$ cat src/cfg_pkg.sv
package cfg_pkg;

	typedef logic [4:0]  addr_t;
	typedef logic [31:0] word_t;
	typedef logic [3:0]  strb_t;
	typedef logic [47:0] mac_t;
	typedef logic [31:0] ip_t;
	typedef logic [1:0]  resp_t;

	localparam resp_t RESP_OKAY = 2'b00;

	// register map, byte addresses
	typedef enum addr_t {
		REG_ENA     = 5'h00,
		REG_IP      = 5'h04,
		REG_GATEWAY = 5'h08,
		REG_NETMASK = 5'h0C,
		REG_MAC_HI  = 5'h10,
		REG_MAC_LO  = 5'h14
	} reg_addr_e;

	typedef enum logic [1:0] {
		WR_RESET,
		WR_IDLE,
		WR_DATA,
		WR_RESP
	} wr_state_e;

	typedef enum logic [1:0] {
		RD_RESET,
		RD_IDLE,
		RD_DATA
	} rd_state_e;

	// addresses used while the enable bit is clear
	localparam ip_t  DEF_IP      = 32'h0A0A_0EF0;
	localparam ip_t  DEF_GATEWAY = 32'h0A0A_0E0A;
	localparam ip_t  DEF_NETMASK = 32'hFFFF_FF00;
	localparam mac_t DEF_MAC     = 48'h203A_B490_E564;

endpackage

$ cat src/cfg_write_channel.sv
`timescale 1ns/1ps
module cfg_write_channel (
	input  logic           ACLK,
	input  logic           ARESET,
	input  cfg_pkg::addr_t awaddr,
	input  logic           awvalid,
	output logic           awready,
	input  cfg_pkg::word_t wdata,
	input  cfg_pkg::strb_t wstrb,
	input  logic           wvalid,
	output logic           wready,
	output cfg_pkg::resp_t bresp,
	output logic           bvalid,
	input  logic           bready,
	output logic           wr_en,
	output cfg_pkg::addr_t wr_addr,
	output cfg_pkg::word_t wr_data,
	output cfg_pkg::strb_t wr_strb
);
	import cfg_pkg::*;

	wr_state_e state;
	wr_state_e state_next;
	addr_t     addr_q;
	logic      aw_hs;

	assign awready = (state == WR_IDLE);
	assign wready  = (state == WR_DATA);
	assign bvalid  = (state == WR_RESP);
	assign bresp   = RESP_OKAY;
	assign aw_hs   = awvalid & awready;

	// one cycle pulse on the data handshake
	assign wr_en   = wvalid & wready;
	assign wr_addr = addr_q;
	assign wr_data = wdata;
	assign wr_strb = wstrb;

	always_ff @(posedge ACLK) begin
		if (ARESET) begin
			state <= WR_RESET;
		end else begin
			state <= state_next;
		end
	end

	always_comb begin
		state_next = state;
		case (state)
			WR_IDLE: begin
				if (awvalid) begin
					state_next = WR_DATA;
				end
			end
			WR_DATA: begin
				if (wvalid) begin
					state_next = WR_RESP;
				end
			end
			WR_RESP: begin
				if (bready) begin
					state_next = WR_IDLE;
				end
			end
			default: state_next = WR_IDLE;
		endcase
	end

	always_ff @(posedge ACLK) begin
		if (aw_hs) begin
			addr_q <= awaddr;
		end
	end

	// response held until the master takes it
	a_bvalid_hold: assert property (@(posedge ACLK) disable iff (ARESET)
		bvalid && !bready |=> bvalid);

endmodule

$ cat src/cfg_register_file.sv
`timescale 1ns/1ps
module cfg_register_file (
	input  logic           ACLK,
	input  logic           ARESET,
	input  logic           wr_en,
	input  cfg_pkg::addr_t wr_addr,
	input  cfg_pkg::word_t wr_data,
	input  cfg_pkg::strb_t wr_strb,
	input  cfg_pkg::addr_t rd_addr,
	output cfg_pkg::word_t rd_data,
	output cfg_pkg::word_t reg_ena,
	output cfg_pkg::ip_t   reg_ip,
	output cfg_pkg::ip_t   reg_gateway,
	output cfg_pkg::ip_t   reg_netmask,
	output cfg_pkg::mac_t  reg_mac
);
	import cfg_pkg::*;

	word_t ena_q;
	word_t ip_q;
	word_t gateway_q;
	word_t netmask_q;
	word_t mac_hi_q;
	word_t mac_lo_q;

	// strobed bytes take new data, the rest keep old
	function automatic word_t merge(word_t old_w, word_t new_w, strb_t strb);
		word_t res;
		res = old_w;
		for (int i = 0; i < $bits(strb_t); i++) begin
			if (strb[i]) begin
				res[8*i +: 8] = new_w[8*i +: 8];
			end
		end
		return res;
	endfunction

	always_ff @(posedge ACLK) begin
		if (ARESET) begin
			ena_q     <= '0;
			ip_q      <= '0;
			gateway_q <= '0;
			netmask_q <= '0;
			mac_hi_q  <= '0;
			mac_lo_q  <= '0;
		end else if (wr_en) begin
			case (wr_addr)
				REG_ENA:     ena_q     <= merge(ena_q, wr_data, wr_strb);
				REG_IP:      ip_q      <= merge(ip_q, wr_data, wr_strb);
				REG_GATEWAY: gateway_q <= merge(gateway_q, wr_data, wr_strb);
				REG_NETMASK: netmask_q <= merge(netmask_q, wr_data, wr_strb);
				REG_MAC_HI:  mac_hi_q  <= merge(mac_hi_q, wr_data, wr_strb);
				REG_MAC_LO:  mac_lo_q  <= merge(mac_lo_q, wr_data, wr_strb);
				// unmapped, dropped
				default: ;
			endcase
		end
	end

	always_comb begin
		case (rd_addr)
			REG_ENA:     rd_data = ena_q;
			REG_IP:      rd_data = ip_q;
			REG_GATEWAY: rd_data = gateway_q;
			REG_NETMASK: rd_data = netmask_q;
			REG_MAC_HI:  rd_data = mac_hi_q;
			REG_MAC_LO:  rd_data = mac_lo_q;
			default:     rd_data = '0;
		endcase
	end

	assign reg_ena     = ena_q;
	assign reg_ip      = ip_q;
	assign reg_gateway = gateway_q;
	assign reg_netmask = netmask_q;
	// only the low half of the high register is part of the MAC
	assign reg_mac     = {mac_hi_q[15:0], mac_lo_q};

	// address from the write channel must be settled at the pulse
	a_wr_addr_known: assert property (@(posedge ACLK) disable iff (ARESET)
		wr_en |-> !$isunknown(wr_addr));

endmodule

$ cat src/cfg_read_channel.sv
`timescale 1ns/1ps
module cfg_read_channel (
	input  logic           ACLK,
	input  logic           ARESET,
	input  cfg_pkg::addr_t araddr,
	input  logic           arvalid,
	output logic           arready,
	output cfg_pkg::word_t rdata,
	output cfg_pkg::resp_t rresp,
	output logic           rvalid,
	input  logic           rready,
	output cfg_pkg::addr_t rd_addr,
	input  cfg_pkg::word_t rd_data
);
	import cfg_pkg::*;

	rd_state_e state;
	rd_state_e state_next;
	logic      ar_hs;

	assign arready = (state == RD_IDLE);
	assign rvalid  = (state == RD_DATA);
	assign rresp   = RESP_OKAY;
	assign ar_hs   = arvalid & arready;
	assign rd_addr = araddr;

	always_ff @(posedge ACLK) begin
		if (ARESET) begin
			state <= RD_RESET;
		end else begin
			state <= state_next;
		end
	end

	always_comb begin
		state_next = state;
		case (state)
			RD_IDLE: begin
				if (arvalid) begin
					state_next = RD_DATA;
				end
			end
			RD_DATA: begin
				if (rready) begin
					state_next = RD_IDLE;
				end
			end
			default: state_next = RD_IDLE;
		endcase
	end

	// decoded word taken at the address handshake
	always_ff @(posedge ACLK) begin
		if (ARESET) begin
			rdata <= '0;
		end else if (ar_hs) begin
			rdata <= rd_data;
		end
	end

	a_rdata_stable: assert property (@(posedge ACLK) disable iff (ARESET)
		rvalid && !rready |=> rvalid && $stable(rdata));

endmodule

$ cat src/cfg_output_stage.sv
`timescale 1ns/1ps
module cfg_output_stage #(
	parameter cfg_pkg::ip_t  ip_addr      = cfg_pkg::DEF_IP,
	parameter cfg_pkg::ip_t  gateway_addr = cfg_pkg::DEF_GATEWAY,
	parameter cfg_pkg::ip_t  netmask_addr = cfg_pkg::DEF_NETMASK,
	parameter cfg_pkg::mac_t mac_addr     = cfg_pkg::DEF_MAC
) (
	input  logic           ACLK,
	input  logic           ARESET,
	input  cfg_pkg::word_t reg_ena,
	input  cfg_pkg::ip_t   reg_ip,
	input  cfg_pkg::ip_t   reg_gateway,
	input  cfg_pkg::ip_t   reg_netmask,
	input  cfg_pkg::mac_t  reg_mac,
	output cfg_pkg::ip_t   cfg_ip,
	output cfg_pkg::ip_t   cfg_gateway,
	output cfg_pkg::ip_t   cfg_netmask,
	output cfg_pkg::mac_t  cfg_mac
);
	import cfg_pkg::*;

	logic ena_q;
	ip_t  ip_q;
	ip_t  gateway_q;
	ip_t  netmask_q;
	mac_t mac_q;

	// one register stage between the bus side and the network core
	always_ff @(posedge ACLK) begin
		if (ARESET) begin
			ena_q     <= 1'b0;
			ip_q      <= '0;
			gateway_q <= '0;
			netmask_q <= '0;
			mac_q     <= '0;
		end else begin
			ena_q     <= reg_ena[0];
			ip_q      <= reg_ip;
			gateway_q <= reg_gateway;
			netmask_q <= reg_netmask;
			mac_q     <= reg_mac;
		end
	end

	// defaults until software sets the enable bit
	assign cfg_ip      = ena_q ? ip_q : ip_addr;
	assign cfg_gateway = ena_q ? gateway_q : gateway_addr;
	assign cfg_netmask = ena_q ? netmask_q : netmask_addr;
	assign cfg_mac     = ena_q ? mac_q : mac_addr;

endmodule

$ cat src/net_cfg_top.sv
`timescale 1ns/1ps
module net_cfg_top #(
	parameter cfg_pkg::ip_t  ip_addr      = cfg_pkg::DEF_IP,
	parameter cfg_pkg::ip_t  gateway_addr = cfg_pkg::DEF_GATEWAY,
	parameter cfg_pkg::ip_t  netmask_addr = cfg_pkg::DEF_NETMASK,
	parameter cfg_pkg::mac_t mac_addr     = cfg_pkg::DEF_MAC
) (
	input  logic           ACLK,
	input  logic           ARESET,
	input  cfg_pkg::addr_t awaddr,
	input  logic           awvalid,
	output logic           awready,
	input  cfg_pkg::word_t wdata,
	input  cfg_pkg::strb_t wstrb,
	input  logic           wvalid,
	output logic           wready,
	output cfg_pkg::resp_t bresp,
	output logic           bvalid,
	input  logic           bready,
	input  cfg_pkg::addr_t araddr,
	input  logic           arvalid,
	output logic           arready,
	output cfg_pkg::word_t rdata,
	output cfg_pkg::resp_t rresp,
	output logic           rvalid,
	input  logic           rready,
	output cfg_pkg::ip_t   cfg_ip,
	output cfg_pkg::ip_t   cfg_gateway,
	output cfg_pkg::ip_t   cfg_netmask,
	output cfg_pkg::mac_t  cfg_mac
);
	import cfg_pkg::*;

	logic  wr_en;
	addr_t wr_addr;
	word_t wr_data;
	strb_t wr_strb;
	addr_t rd_addr;
	word_t rd_data;
	word_t reg_ena;
	ip_t   reg_ip;
	ip_t   reg_gateway;
	ip_t   reg_netmask;
	mac_t  reg_mac;

	cfg_write_channel u_write (
		.ACLK    (ACLK),
		.ARESET  (ARESET),
		.awaddr  (awaddr),
		.awvalid (awvalid),
		.awready (awready),
		.wdata   (wdata),
		.wstrb   (wstrb),
		.wvalid  (wvalid),
		.wready  (wready),
		.bresp   (bresp),
		.bvalid  (bvalid),
		.bready  (bready),
		.wr_en   (wr_en),
		.wr_addr (wr_addr),
		.wr_data (wr_data),
		.wr_strb (wr_strb)
	);

	cfg_register_file u_regs (
		.ACLK        (ACLK),
		.ARESET      (ARESET),
		.wr_en       (wr_en),
		.wr_addr     (wr_addr),
		.wr_data     (wr_data),
		.wr_strb     (wr_strb),
		.rd_addr     (rd_addr),
		.rd_data     (rd_data),
		.reg_ena     (reg_ena),
		.reg_ip      (reg_ip),
		.reg_gateway (reg_gateway),
		.reg_netmask (reg_netmask),
		.reg_mac     (reg_mac)
	);

	cfg_read_channel u_read (
		.ACLK    (ACLK),
		.ARESET  (ARESET),
		.araddr  (araddr),
		.arvalid (arvalid),
		.arready (arready),
		.rdata   (rdata),
		.rresp   (rresp),
		.rvalid  (rvalid),
		.rready  (rready),
		.rd_addr (rd_addr),
		.rd_data (rd_data)
	);

	cfg_output_stage #(
		.ip_addr      (ip_addr),
		.gateway_addr (gateway_addr),
		.netmask_addr (netmask_addr),
		.mac_addr     (mac_addr)
	) u_out (
		.ACLK        (ACLK),
		.ARESET      (ARESET),
		.reg_ena     (reg_ena),
		.reg_ip      (reg_ip),
		.reg_gateway (reg_gateway),
		.reg_netmask (reg_netmask),
		.reg_mac     (reg_mac),
		.cfg_ip      (cfg_ip),
		.cfg_gateway (cfg_gateway),
		.cfg_netmask (cfg_netmask),
		.cfg_mac     (cfg_mac)
	);

endmodule

$ cat config.mk
export PLATFORM = sky130hd
export DESIGN_NAME = net_cfg_top
export DESIGN_NICKNAME = d
export VERILOG_FILES = /design/src/cfg_pkg.sv /design/src/cfg_write_channel.sv /design/src/cfg_register_file.sv /design/src/cfg_read_channel.sv /design/src/cfg_output_stage.sv /design/src/net_cfg_top.sv
export SDC_FILE = /design/constraint.sdc
export NUM_CORES = 1
export LEC_CHECK = 0
export ABC_AREA = 1
export BUFFER_PORTS_ARGS = -buffer_cell sky130_fd_sc_hd__buf_4
export CORE_MARGIN = 5
export CORE_UTILIZATION = 50
export DETAILED_ROUTE_END_ITERATION = 7
export GPL_TIMING_DRIVEN = 0
export PLACE_DENSITY = 0.72
export SYNTH_ARGS = -nofsm -noshare
export SYNTH_HDL_FRONTEND = slang
export SYNTH_SLANG_ARGS = --single-unit
$ cat constraint.sdc
create_clock -name ACLK -period 4.5 [get_ports ACLK]
set_clock_uncertainty 0.2 [all_clocks]
set_input_delay 0.675 -clock ACLK [delete_from_list [all_inputs] [get_ports ACLK]]
set_output_delay 0.675 -clock ACLK [all_outputs]
set_load 0.01 [all_outputs]
# ---- Word-level counts from Yosys, hierarchy flattened
# Index checks and enable logic that the tools add are counted.
# Widths: inputs -> output; s select.
dict set report word_totals {
  elab_cells 96
  out_inout_bits 185
  register_bits 378
}
dict set report op_classes {
  reduce_logical 28
  mux 12
  n_bitwise 3
  n_eq_ne 20
}
# cell count
set op_table {}
lappend op_table {{$pmux 32 s6} 1}
lappend op_table {{$mux 32} 3}
lappend op_table {{$reduce_and 3->1} 25}
lappend op_table {{$mux 48} 1}
lappend op_table {{$eq 5x4->1 const B} 4}
lappend op_table {{$eq 5x5->1 const B} 4}
lappend op_table {{$eq 5x3->1 const B} 2}
lappend op_table {{$logic_not 5->1} 2}
lappend op_table {{$mux 2} 5}
lappend op_table {{$eq 2x2->1 const B} 3}
lappend op_table {{$ne 2x2->1 const B} 3}
lappend op_table {{$pmux 2 s3} 1}
lappend op_table {{$eq 2x1->1 const B} 2}
lappend op_table {{$ne 2x1->1 const B} 2}
lappend op_table {{$pmux 2 s2} 1}
lappend op_table {{$and 1x1->1} 3}
lappend op_table {{$reduce_and 2->1} 1}

# ---- Depth between registers and ports, before layout
dict set report logic_depth {
  word_depth 3
  ltp_mapped 10
}

# ---- By module
# From an unflattened synthesis, not the netlist that was laid out.
dict set report unflattened {
  cells_unflattened 2620
  area_unflattened_um2 17299.1
}
# module cells_per_inst n_inst seq_area_each_um2 area_each_um2
set by_module_without_submodules {}
lappend by_module_without_submodules {cfg_register_file 1568 1 3843.7 9930.8}
lappend by_module_without_submodules {cfg_output_stage 755 1 2902.8 5291.3}
lappend by_module_without_submodules {cfg_read_channel 223 1 680.7 1451.4}
lappend by_module_without_submodules {cfg_write_channel 74 1 190.2 625.6}

# ---- Worst setup path after synthesis
# Ideal clock, no wire load.
dict set report synth_timing {
  path_type {register to output}
  startpoint {register u_out.ena_q}
  endpoint {output cfg_netmask[11]}
  setup_slack_ps 2414
  stages_incl_launch_ff 5
  t_arrival_ps 1211
  path_cell_list {dfxtp_1 -> clkbuf_1 -> clkbuf_1 -> buf_1 -> nand2_1}
}
dict set report synth_between {
  elab_chain_cells 1
}
# item line_no
set synth_rtl {}
lappend synth_rtl {{start: declaration} cfg_output_stage.sv:22} ;# logic ena_q;
lappend synth_rtl {{start signal: assignment} cfg_output_stage.sv:37} ;# ena_q <= reg_ena[0];
lappend synth_rtl {{$mux 32} cfg_output_stage.sv:48} ;# assign cfg_netmask = ena_q ? netmask_q : netmask_addr;
lappend synth_rtl {{end: declaration} net_cfg_top.sv:29} ;# output cfg_pkg::ip_t cfg_netmask,
# Every way passes these cells.

# ---- Worst setup path in the final report
dict set report layout_timing {
  startpoint {register u_out.ena_q}
  endpoint {output cfg_ip[10]}
}
dict set report layout_between {
  elab_chain_cells 1
}
# item line_no
set layout_rtl {}
lappend layout_rtl {{$mux 32} cfg_output_stage.sv:46} ;# assign cfg_ip = ena_q ? ip_q : ip_addr;
lappend layout_rtl {{end: declaration} net_cfg_top.sv:27} ;# output cfg_pkg::ip_t cfg_ip,
# Every way passes these cells.

==> metrics.md <==
| Metric | Value |
|---|---|
| RSZ-0062 raised after global routing | false |
| Clock power frac | 0.459 |
| Initial antenna violation count | 1 |
| Final Instance Area | 0.0190 sq mm |
| Root Driver | clkbuf_16 |
| Hold Path Class | in2reg |
| Row Count | 64 |
| Critical Path AT | 3.41 ns |
| Slew @ Worst Pin | 1.07 ns |
| Post-route ant nets | 0 |
| CTS tree | done |
| Relative slew margins | 0.287 |
| Crit path max-delay family | buffers and inverters |
| Most frequent cells in the layout | nand2_1 (433), nor2_1 (373), dfxtp_1 (373) |
| CP Capture Type | output pin |
| Clk Latency, worst-skew pair | 0.53 ns |
| CP max stage cell | clkdlybuf4s15_1 |
| Via count | 15200 |
| Final setup violation count | 0 |
| RePlAce Congestion | 0.966 |
| H-tree Lvls | 2 |
| Vias in the first global route | 14600 |
| Synthesized flop and latch total | ~380 |
| Period utilization | 0.953 |
| Pleak | 8.15 nW |
| Detailed Place HPWL | around 42000 um |
| First-pass GRT wire length | 86300 um |
| Slew Viols, Final | 0 |
| Seq pwr share | 0.476 |
| Sequence of cells on the critical path | clkbuf_1 > clkdlybuf4s15_1 > clkbuf_1 > nand2_1 > buf_4 |
| Worst IR Drop VDD | ~0.27 mV |
| Synth Area per Inst | 7.24 sq um |
| N_diodes | 0 |
| Worst hold margin | 0.124 ns |
| Starting DRC count in detailed routing | 1748 |
| GR Overflow Total | 0 |
| CP Buf/Inv Count | 4 |
| All-layer global routing usage | 0.329 |
| TritonCTS Buffers | 40 |
| Post-synthesis sequential area ratio | 0.494 |
| P_int | 5.43 mW |
| Fillcell total | 2885 |
| Dpl cell area | 0.0177 sq mm |
| Post-DR vias/cell | 5.38 |
| CP most frequent cell | clkbuf_1 |
| Setup TNS | 0 ns |
| Startpoint types | flop |
| Routed wire length | 58000 um |
| Nets | between 2000 and 2500 |
| Combinational Power Share | 0.065 |
| Port Buffer Count | 231 |
| Net Sw Frac | 0.241 |
| Achievable Freq | roughly 230 MHz |
| Critical Path RT | roughly 3.6 ns |
| Clock-pin transition on the worst setup and hold timing paths | 0.06 ns |
| Power per cell area | approximately 380 mW/mm^2 |
| DIE WIDTH | 186 um |
| CTS resizes | 0 |
| Crit Path Max Fanout | 10 |
| CP peak stage delay | about 0.9 ns |
| Pre-CTS WS | 0.626 ns |
| Core area | 0.0305 sq mm |
| Min cycle time layout | about 4.3 ns |
| DIE AREA | 0.0345 sq mm |
| I/O pin cnt | 238 |
| Area growth, synth to finish | 23.0% |
| Initial Util | 0.506 |
| Setup CP Type | reg2out |
| Register area | 0.00762 sq mm |
| Area of the multi-input gates | 0.00589 sq mm |
| Share of post-route cells with drive strength above 1 | 0.160 |
| Clock Sinks | 378 |
| Pin count of the biggest net entering global routing | 14 |
| Commonest non-fill, non-tap cell in the layout | nand2_1 |
| Max_cap viols | 0 |
| Netlist cell types | 27 |
| Routed len/inst | about 20 um |
| Number of hold buffers added after cts | 0 |
| Psw | 1.72 mW |
| Yosys warns | 0 |
| Drt first pass iters | 6 |
| Postcts setup bufs | 0 |
| DRC | 0 |
| Final WS setup | 0.212 ns |
| Netlist Area Pre-Place | 0.0154 sq mm |
| Hold Violations, Final | 0 |
| Post-synthesis cell count | 2132 |
| Die Y | 186 um |
| Status | finished, final reports clean |
| Worst-case clock buffer depth | 3 |
-- layer usage --
layer | global-route usage | share of wire | vias to the layer above
met5 | 0 | 0.00021 | -
met4 | 0.127 | 0.040 | 2
met3 | 0.0711 | 0.11 | 144
met2 | 0.519 | 0.44 | 808
met1 | 0.444 | 0.41 | 7071
li1 | - | - | 7218
-- power groups by stage --
stage          Clock [mW]  Combinational [mW]  Sequential, mW
3_5_place_dp            0               0.449            3.48
4_1_cts              3.31               0.452            3.40
5_1_grt              3.44               0.486            3.40
3_3_place_gp            0               0.444            3.47
6_report             3.28               0.465            3.40
2_1_floorplan           0               0.224            3.47
-- metrics by stage --
stage           util  cells  power, mW
2_1_floorplan      -   2135       3.69
3_3_place_gp   0.579   2762       3.92
3_5_place_dp   0.579   2762       3.93
4_1_cts        0.622   2832       7.16
5_1_grt        0.622   2832       7.33
6_report       0.622   2832       7.15
-- final timing paths --
path | slack [ns] | depth (start not counted) | start | to
worst min-delay path | 0.12 | 1 | awaddr[0] | u_write.wr_addr[0]$_DFFE_PP_
worst min register to register | 0.24 | 2 | u_regs.reg_ip[21]$_SDFFE_PP0P_ | u_out.ip_q[21]$_SDFF_PP0_
worst max-delay path | 0.21 | 5 | u_out.ena_q$_SDFF_PP0_ | cfg_ip[10]
worst max register to register | 2.02 | 7 | u_read.state[0]$_SDFFE_PP0P_ | u_read.rdata[11]$_SDFFE_PP0P_
-- synthesized netlist by cell type --
master,count,area (sq um)
ha_1,4,50.1
nand2_1,433,1630
o21ai_1,10,50.1
nor2_8,1,20.0
o21ai_0,22,110
nand4_1,163,1020
or2_2,2,12.5
dfxtp_1,373,7470
edfxtp_1,5,150
a21oi_1,90,450
nor2_1,373,1400
conb_1,1,3.75
nor3_1,56,280
nor2_2,6,37.5
nand4_2,1,12.5
a211oi_1,81,608
o221ai_1,1,8.76
nor3_4,1,16.3
buf_1,7,26.3
nand3_1,2,10.0
inv_2,15,56.3
buf_4,11,82.6
nor2_4,12,135
clkbuf_1,71,267
inv_1,345,1290
buf_2,41,205
nand2_2,5,31.3
-- flip-flops by register name, indices dropped and copies added (netlist names) --
name	flops
u_write.wr_addr	5
u_regs.mac_lo_q	32
u_read.state	2
u_regs.reg_ip	32
u_out.mac_q	48
u_out.ip_q	32
u_out.netmask_q	32
u_regs.mac_hi_q	32
u_regs.reg_ena	32
u_regs.reg_gateway	32
u_regs.reg_netmask	32
u_read.rdata	32
u_write.state	2
u_out.gateway_q	32
u_out.ena_q	1
-- kinds of logic after synthesis --
group / count (synthesis) / synth area share
AO/OA/AOI/OAI: 204 / 0.0795
adder cells (fa/ha/maj): 4 / 0.00324
buffers and inverters: 490 / 0.125
flip-flops: 378 / 0.494
other: 1 / 0.000243
AND/OR/NAND/NOR: 1055 / 0.298
-- cell type report --
cell class,instances,area share
tap,396,0.0261
buffer,130,0.0310
clock inverter,13,0.00672
timing repair buffer,231,0.0914
clock buffer,57,0.0620
inverter,360,0.0712
multi-input combinational,1267,0.310
sequential,378,0.401
Power figures use the tool's default switching activity.
